===== src/logic/rename_pkg.sv =====
// register renaming shared definitions

package rename_pkg;

	// logical register file
	localparam int NUM_LOGIC  = 32;
	localparam int LOGIC_W    = 5;  // index into the logical file

	// physical tag space
	localparam int NUM_TAGS   = 64;
	localparam int TAG_W      = 6;

	// reorder buffer sizing
	localparam int ROB_DEPTH  = 32;
	localparam int ROB_PTR_W  = 6;  // index bits plus one wrap bit

	// free list holds what is left after the architectural 32 are mapped
	localparam int FREE_DEPTH = 32;

	// one dispatch request, destination plus two sources
	typedef struct packed {
		logic [LOGIC_W-1:0] logic_dest;
		logic [LOGIC_W-1:0] src1;
		logic [LOGIC_W-1:0] src2;
	} rename_req_t;

	// renamed view of the request
	typedef struct packed {
		logic [TAG_W-1:0] src1_tag;
		logic [TAG_W-1:0] src2_tag;
		logic [TAG_W-1:0] dest_tag;     // fresh tag from the free list
		logic [TAG_W-1:0] old_dest_tag; // mapping the destination had before
	} rename_rsp_t;

	// head entry as it leaves the machine
	typedef struct packed {
		logic [LOGIC_W-1:0] logic_dest;
		logic [TAG_W-1:0]   dest_tag;
		logic [TAG_W-1:0]   old_dest_tag; // goes back to the free list
	} retire_info_t;

endpackage


===== src/logic/free_list.sv =====
// physical tag free list

`timescale 1ns/10ps

module free_list (
	input  logic                         clock,
	input  logic                         reset,
	input  logic                         dispatch_i, // pop the head tag
	input  logic                         push_i,     // retired old tag comes back
	input  logic [rename_pkg::TAG_W-1:0] push_tag_i,
	output logic [rename_pkg::TAG_W-1:0] free_tag_o  // next tag to hand out
);

	// pointers carry one wrap bit above the index
	typedef logic [$clog2(rename_pkg::FREE_DEPTH):0]   fl_ptr_t;
	typedef logic [$clog2(rename_pkg::FREE_DEPTH)-1:0] fl_idx_t;

	logic [rename_pkg::TAG_W-1:0] tags_q [rename_pkg::FREE_DEPTH]; // circular storage

	fl_ptr_t head_q; // oldest free tag
	fl_ptr_t tail_q; // next slot to fill
	fl_idx_t head_idx;
	fl_idx_t tail_idx;

	assign head_idx = head_q[$clog2(rename_pkg::FREE_DEPTH)-1:0];
	assign tail_idx = tail_q[$clog2(rename_pkg::FREE_DEPTH)-1:0];

	// head tag is visible without waiting for the edge
	assign free_tag_o = tags_q[head_idx];

	// head pointer, one pop per dispatch
	always_ff @(posedge clock) begin
		if (reset) begin
			head_q <= '0;
		end else if (dispatch_i) begin
			head_q <= head_q + 1'b1;
		end
	end

	// tail pointer starts one lap ahead so the queue reads as full
	always_ff @(posedge clock) begin
		if (reset) begin
			tail_q <= fl_ptr_t'(rename_pkg::FREE_DEPTH);
		end else if (push_i) begin
			tail_q <= tail_q + 1'b1;
		end
	end

	// storage is preloaded with the tags the map does not own
	// a push never lands on the head slot since the queue is not full when it happens
	always_ff @(posedge clock) begin
		if (reset) begin
			for (int i = 0; i < rename_pkg::FREE_DEPTH; i++) begin
				// tags 32 upward, in order
				tags_q[i] <= rename_pkg::TAG_W'(rename_pkg::NUM_TAGS - rename_pkg::FREE_DEPTH + i);
			end
		end else if (push_i) begin
			tags_q[tail_idx] <= push_tag_i; // append behind everything already free
		end
	end

	// a pop and a push in one cycle touch different slots and pointers
	// the queue cannot run dry because the rob fills up first
	// occupancy is tail minus head

endmodule


===== src/logic/map_table.sv =====
// speculative register map table

`timescale 1ns/10ps

module map_table (
	input  logic                         clock,
	input  logic                         reset,
	input  logic                         dispatch_i, // write the new mapping
	input  rename_pkg::rename_req_t      req_i,
	input  logic [rename_pkg::TAG_W-1:0] new_tag_i,  // tag from the free list
	output logic [rename_pkg::TAG_W-1:0] src1_tag_o,
	output logic [rename_pkg::TAG_W-1:0] src2_tag_o,
	output logic [rename_pkg::TAG_W-1:0] old_tag_o   // destination's current tag
);

	// one tag per logical register
	logic [rename_pkg::TAG_W-1:0] map_q [rename_pkg::NUM_LOGIC];

	// logical indices of the request
	logic [rename_pkg::LOGIC_W-1:0] dest_idx;
	logic [rename_pkg::LOGIC_W-1:0] src1_idx;
	logic [rename_pkg::LOGIC_W-1:0] src2_idx;

	assign dest_idx = req_i.logic_dest;
	assign src1_idx = req_i.src1;
	assign src2_idx = req_i.src2;

	// three read ports, all combinational
	// they see the map before this cycle's write, so a source that
	// names the destination still gets the older tag
	assign src1_tag_o = map_q[src1_idx];
	assign src2_tag_o = map_q[src2_idx];
	assign old_tag_o  = map_q[dest_idx]; // the tag this dispatch displaces

	// single write port
	always_ff @(posedge clock) begin
		if (reset) begin
			// identity map, register r lives in tag r
			for (int r = 0; r < rename_pkg::NUM_LOGIC; r++) begin
				map_q[r] <= rename_pkg::TAG_W'(r);
			end
		end else if (dispatch_i) begin
			map_q[dest_idx] <= new_tag_i; // visible to reads from the next cycle
		end
	end

	// the displaced tag is not freed here
	// it rides in the rob until the instruction retires
	// there is no checkpoint, so a flush would need an architectural copy

endmodule


===== src/logic/rob.sv =====
// reorder buffer with in-order retirement

`timescale 1ns/10ps

module rob (
	input  logic                         clock,
	input  logic                         reset,

	// dispatch side
	input  logic                         dispatch_i,
	input  rename_pkg::rename_req_t      req_i,
	input  logic [rename_pkg::TAG_W-1:0] new_tag_i,  // from free list
	input  logic [rename_pkg::TAG_W-1:0] src1_tag_i, // from map table
	input  logic [rename_pkg::TAG_W-1:0] src2_tag_i,
	input  logic [rename_pkg::TAG_W-1:0] old_tag_i,

	// completion
	input  logic                         ex_done_i,
	input  logic [rename_pkg::TAG_W-1:0] ex_tag_i,

	// retirement
	input  logic                         retire_i,

	output rename_pkg::rename_rsp_t      rsp_o,
	output logic                         dispatch_rdy_o, // room for one more
	output logic                         retire_rdy_o,   // head is done
	output rename_pkg::retire_info_t     retire_o,
	output logic                         free_o,         // old tag back to free list
	output logic [rename_pkg::TAG_W-1:0] free_tag_o
);

	// what each slot remembers about its instruction
	typedef struct packed {
		logic [rename_pkg::LOGIC_W-1:0] logic_dest;
		logic [rename_pkg::TAG_W-1:0]   dest_tag;
		logic [rename_pkg::TAG_W-1:0]   old_dest_tag;
	} rob_entry_t;

	typedef logic [rename_pkg::ROB_PTR_W-1:0] rob_ptr_t; // wrap bit on top
	typedef logic [rename_pkg::ROB_PTR_W-2:0] rob_idx_t;

	rob_entry_t                       entry_q [rename_pkg::ROB_DEPTH]; // payload
	logic [rename_pkg::ROB_DEPTH-1:0] valid_q; // slot is occupied
	logic [rename_pkg::ROB_DEPTH-1:0] done_q;  // execution finished

	rob_ptr_t head_q; // oldest instruction
	rob_ptr_t tail_q; // next free slot
	rob_idx_t head_idx;
	rob_idx_t tail_idx;

	rob_entry_t new_entry;
	rob_entry_t head_entry;
	logic       full;
	logic       empty;

	assign head_idx = head_q[rename_pkg::ROB_PTR_W-2:0];
	assign tail_idx = tail_q[rename_pkg::ROB_PTR_W-2:0];

	// same index with opposite wrap bits means a full lap
	assign full  = (head_q[rename_pkg::ROB_PTR_W-1] != tail_q[rename_pkg::ROB_PTR_W-1])
		&& (head_idx == tail_idx);
	assign empty = (head_q == tail_q);

	// combine free list and map table results
	assign rsp_o.src1_tag     = src1_tag_i;
	assign rsp_o.src2_tag     = src2_tag_i;
	assign rsp_o.dest_tag     = new_tag_i;
	assign rsp_o.old_dest_tag = old_tag_i;

	// entry captured at the tail
	assign new_entry.logic_dest   = req_i.logic_dest;
	assign new_entry.dest_tag     = new_tag_i;
	assign new_entry.old_dest_tag = old_tag_i;

	assign head_entry = entry_q[head_idx];

	assign dispatch_rdy_o = !full;
	assign retire_rdy_o   = !empty && done_q[head_idx]; // younger done entries wait

	// head entry goes out as is
	assign retire_o.logic_dest   = head_entry.logic_dest;
	assign retire_o.dest_tag     = head_entry.dest_tag;
	assign retire_o.old_dest_tag = head_entry.old_dest_tag;

	assign free_o     = retire_i;                // one tag per retirement
	assign free_tag_o = head_entry.old_dest_tag; // displaced tag of the retiring head

	// pointers
	always_ff @(posedge clock) begin
		if (reset) begin
			head_q <= '0;
			tail_q <= '0;
		end else begin
			if (dispatch_i) tail_q <= tail_q + 1'b1;
			if (retire_i)   head_q <= head_q + 1'b1;
		end
	end

	// occupancy and completion flags
	always_ff @(posedge clock) begin
		if (reset) begin
			valid_q <= '0;
			done_q  <= '0;
		end else begin
			// tags in flight are unique, at most one slot matches
			if (ex_done_i) begin
				for (int i = 0; i < rename_pkg::ROB_DEPTH; i++) begin
					if (valid_q[i] && entry_q[i].dest_tag == ex_tag_i) begin
						done_q[i] <= 1'b1;
					end
				end
			end
			if (dispatch_i) begin
				valid_q[tail_idx] <= 1'b1;
				done_q[tail_idx]  <= 1'b0; // fresh entry starts pending
			end
			if (retire_i) begin
				valid_q[head_idx] <= 1'b0; // slot free again
			end
		end
	end

	// payload
	always_ff @(posedge clock) begin
		if (dispatch_i) begin
			entry_q[tail_idx] <= new_entry;
		end
	end

endmodule


===== src/logic/rename_top.sv =====
// register rename and retire core

`timescale 1ns/10ps

module rename_top (
	input  logic                         clock,
	input  logic                         reset,
	input  logic                         dispatch_i,
	input  rename_pkg::rename_req_t      req_i,
	input  logic                         ex_done_i,
	input  logic [rename_pkg::TAG_W-1:0] ex_tag_i,
	input  logic                         retire_i,
	output rename_pkg::rename_rsp_t      rsp_o,
	output logic                         dispatch_rdy_o,
	output logic                         retire_rdy_o,
	output rename_pkg::retire_info_t     retire_o
);

	logic [rename_pkg::TAG_W-1:0] free_tag; // head of the free list
	logic [rename_pkg::TAG_W-1:0] src1_tag;
	logic [rename_pkg::TAG_W-1:0] src2_tag;
	logic [rename_pkg::TAG_W-1:0] old_tag;  // displaced mapping
	logic                         free;     // retirement returns a tag
	logic [rename_pkg::TAG_W-1:0] ret_tag;

	// tag supply
	free_list u_free_list (
		.clock      (clock),
		.reset      (reset),
		.dispatch_i (dispatch_i),
		.push_i     (free),
		.push_tag_i (ret_tag),
		.free_tag_o (free_tag)
	);

	// source and destination translation
	map_table u_map_table (
		.clock      (clock),
		.reset      (reset),
		.dispatch_i (dispatch_i),
		.req_i      (req_i),
		.new_tag_i  (free_tag),
		.src1_tag_o (src1_tag),
		.src2_tag_o (src2_tag),
		.old_tag_o  (old_tag)
	);

	// ordering, completion and retirement
	rob u_rob (
		.clock          (clock),
		.reset          (reset),
		.dispatch_i     (dispatch_i),
		.req_i          (req_i),
		.new_tag_i      (free_tag),
		.src1_tag_i     (src1_tag),
		.src2_tag_i     (src2_tag),
		.old_tag_i      (old_tag),
		.ex_done_i      (ex_done_i),
		.ex_tag_i       (ex_tag_i),
		.retire_i       (retire_i),
		.rsp_o          (rsp_o),
		.dispatch_rdy_o (dispatch_rdy_o),
		.retire_rdy_o   (retire_rdy_o),
		.retire_o       (retire_o),
		.free_o         (free),
		.free_tag_o     (ret_tag)
	);

endmodule


===== config.mk =====
export PLATFORM = sky130hd
export DESIGN_NAME = rename_top
export DESIGN_NICKNAME = d
export VERILOG_FILES = /design/src/logic/rename_pkg.sv /design/src/logic/free_list.sv /design/src/logic/map_table.sv /design/src/logic/rob.sv /design/src/logic/rename_top.sv
export SDC_FILE = /design/constraint.sdc
export NUM_CORES = 2
export LEC_CHECK = 0
export BUFFER_PORTS_ARGS = -buffer_cell sky130_fd_sc_hd__clkbuf_2
export CAP_MARGIN = 20
export CORE_ASPECT_RATIO = 1.1
export CORE_MARGIN = 2
export CORE_UTILIZATION = 60
export DETAILED_ROUTE_END_ITERATION = 12
export PLACE_DENSITY_LB_ADDON = 0.15
export SYNTH_ARGS = -nofsm -noshare
export SYNTH_HDL_FRONTEND = slang
export SYNTH_SLANG_ARGS = --single-unit

===== constraint.sdc =====
create_clock -name clock -period 7.35 [get_ports clock]
set_clock_uncertainty 0.05 [all_clocks]
set_input_delay 0.3675 -clock clock [delete_from_list [all_inputs] [get_ports clock]]
set_output_delay 0.3675 -clock clock [all_outputs]
set_load 0.03 [all_outputs]

==> impl_metrics.env <==
export IMPL_post_route_min_period_ns=4.97
export IMPL_crit_buf_inv=4
export IMPL_root_buffer="clkbuf_16"
export IMPL_status="finished, final reports clean"
export IMPL_yosys_area_top_type="edfxtp_1"
export IMPL_ant_nets=0
export IMPL_gr_usage_all_layers_pct=30.3
export IMPL_antenna_found_initial=7
export IMPL_synthArstFlopShare_pct=0
export IMPL_clk_pin_slew_worst_paths_ns=0.06
export IMPL_gp_congestion=0.902
export IMPL_crit_cells=8
export IMPL_cp_end_kind="output port"
export IMPL_hp_class="in2reg"
export IMPL_drt_wl_total_mm=122
export IMPL_syn_area_um2=47200
export IMPL_numPortBuffers=68
export IMPL_cts_hold_buffers=0
export IMPL_slew_limit_headroom_pct=25.3
export IMPL_vias_per_cell=6.65
export IMPL_cts_sinks=1024
export IMPL_setup_tns_ns=0
export IMPL_fp_dieH_um=298
export IMPL_cap_violations=0
export IMPL_core_um2=77800
export IMPL_crit_chain="buf_4 -> mux2i_1 -> a22oi_1 -> a21boi_0 -> or4_1 -> buf_4 -> inv_1 -> clkbuf_2"
export IMPL_dp_hpwl_mm=76.2
export IMPL_htreeDepth=3
export IMPL_critical_path_top_delay_family="buffers and inverters"
export IMPL_fin_cells=4267
export IMPL_vdd_drop_max_mv=0.230
export IMPL_yosys_warnings=0
export IMPL_clock_fmax_mhz=201
export IMPL_synth_distinct_cells=42
export IMPL_synthesis_nets=3156
export IMPL_row_count=107
export IMPL_cp_slowest_stage_delay_ns=0.92
export IMPL_post_route_drc_count=0
export IMPL_numCtsBuffers=100
export IMPL_synth_edf_count=928
export IMPL_post_drt_wl_per_cell_um=28.6
export IMPL_nFillCells=5297
export IMPL_leakage_nw=16.0
export IMPL_syn_avg_cell_area_um2=15.2
export IMPL_dp_cells=4068
export IMPL_cts_resized=0
export IMPL_ys_flop_type="edfxtp_1"
export IMPL_final_hold_viol_count=0
export IMPL_setup_viol=0
export IMPL_grt_remaining_overflow=0
export IMPL_hold_depth=1
export IMPL_drive_gt1_share_pct=21.1
export IMPL_grt_max_degree=82
export IMPL_grt_first_pass_wirelength_mm=181
export IMPL_drtPass1Iterations=6
export IMPL_synthCells=3117
export IMPL_dieWidth_um=272
export IMPL_synth_top_cells_by_area="edfxtp_1 (59%), mux4_2 (14%), mux2i_1 (4.2%)"
export IMPL_pin_count=69
export IMPL_ys_seq_elements=1024
export IMPL_synth_seq_area_share_pct=63.0
export IMPL_grt_pass1_vias=28400
export IMPL_cp_common_cell="buf_4"
export IMPL_initialDrtViolationCount=3640
export IMPL_cts_setup_buffers=0
export IMPL_cp_arrival_ns=4.55
export IMPL_path_class="reg2out"
export IMPL_dieArea_um2=81000
export IMPL_r2r_cells=8
export IMPL_cts_path_max_buffers=3
export IMPL_required_ns=6.93
export IMPL_crit_path_start_kind="register"
export IMPL_tritoncts="yes"
export IMPL_clk_latency_ns=0.67
export IMPL_timing_worst_slew_pin_value_ns=1.12
export IMPL_min_period_over_period_pct=67.6
export IMPL_start_util_pct=60.7
export IMPL_critical_path_slowest_cell="dfxtp_4"
export IMPL_vias=28400
export IMPL_power_density_nw_per_um2=252
export IMPL_drv_slew=0
export IMPL_finalNetCount=3178
export IMPL_crit_fanout=51
export IMPL_synth_top_area_share_pct=59.0
export IMPL_rsz0062_at_grt="false"
export IMPL_area_growth_pct=10.1
## stage by stage
step | power (W) | hold WS, ns | setup WS, ns | area [um2] | util, %
4_1_cts | 0.0131 | 0.0873 | 2.19 | 51900 | 66.8
3_3_place_gp | 0.00801 | 0.434 | 2.95 | 48600 | 62.5
3_5_place_dp | 0.00804 | 0.439 | 2.90 | 48600 | 62.5
6_report | 0.0131 | 0.119 | 2.38 | 52000 | 66.9
5_1_grt | 0.0135 | 0.126 | 2.18 | 52000 | 66.9
2_1_floorplan | 0.00758 | 0.416 | 3.98 | 47200 | -
## registers in the layout, summed over array words and instances, names as in the netlist, named ones only
register / count
u_rob.entry_q: 544
u_rob.head_q: 6
u_rob.tail_q: 6
u_rob.done_q: 32
u_free_list.tail_q: 5
u_free_list.tags_q: 192
u_rob.valid_q: 32
u_free_list.head_q: 5
u_map_table.map_q: 192
## per-layer routing
layer  track usage (%)  up-vias  routed length, um
met5                 0        -                 37
met4              12.9        6               5260
met3              4.51      286              10600
met2              49.3     1564              59900
met1              41.3    14500              46400
li1                  -    12000                  -
## kinds of logic after synthesis
family / synth area share, %
mux: 18.3
buf+inv: 2.46
compound gates: 3.82
xor+xnor: 3.91
flops: 63.0
fa+ha+maj: 0.344
simple gates: 8.08
## where the power goes
group	internal, W	leakage, nW	switching, W	total [W]
registers	0.00649	8.98	0.0000792	0.00657
clock network	0.00297	1.63	0.00221	0.00518
logic	0.000463	5.38	0.000903	0.00137
## Yosys cell counts, types with 57 or more instances
cell / count
edfxtp_1: 928
nor2_1: 324
mux4_2: 286
nand2_1: 248
mux2i_1: 196
xnor2_1: 137
clkbuf_1: 125
a22oi_1: 121
dfxtp_1: 96
nor3_1: 85
xor2_1: 74
nand3_1: 60
nand2b_1: 57
## path summary, 6_finish.rpt
kind	slack, ns	start	endpoint
hold reg to reg	0.45	u_rob.head_q[5]	u_rob.head_q[5]
setup / recovery	2.38	register	rsp_o[11]
hold / removal	0.12	req_i[11]	u_rob.entry_q[18][13]
setup reg to reg	3.19	register	u_rob.entry_q[8][11]
## layout by cell type (no fill, tap or decap), drive strengths merged, types with 3 or more instances in the layout
cell and n:
mux2i 196, o21ai 5, and2 15, or2 20, clkinvlp 3, or3 4
edfxtp 928, nand3b 4, or4 12, nand4 11, diode 7, a21boi 24
a211oi 31, dfxtp 96, nor2b 8, nor2 324, nand2b 57, a21oi 29
nand2 248, clkinv 43, inv 23, ha 13, and3 3, clkbuf 191
a41oi 32, bufinv 10, xor2 74, xnor2 137, nand3 60, nor3 85
buf 94, a22oi 121, mux4 286, mux2 23, nor3b 6
## area by class of cell
type	count	area [um2]	area share [%]
antenna	7	17.5	0.0337
inverter	19	71.3	0.137
clock buffer	128	2710	5.20
tap	1035	1290	2.49
timing repair buffer	157	1110	2.14
sequential	1024	29800	57.3
clock inverter	60	626	1.20
multi-input combinational	1837	16400	31.5
No activity file was read; power rests on OpenSTA's default activity.
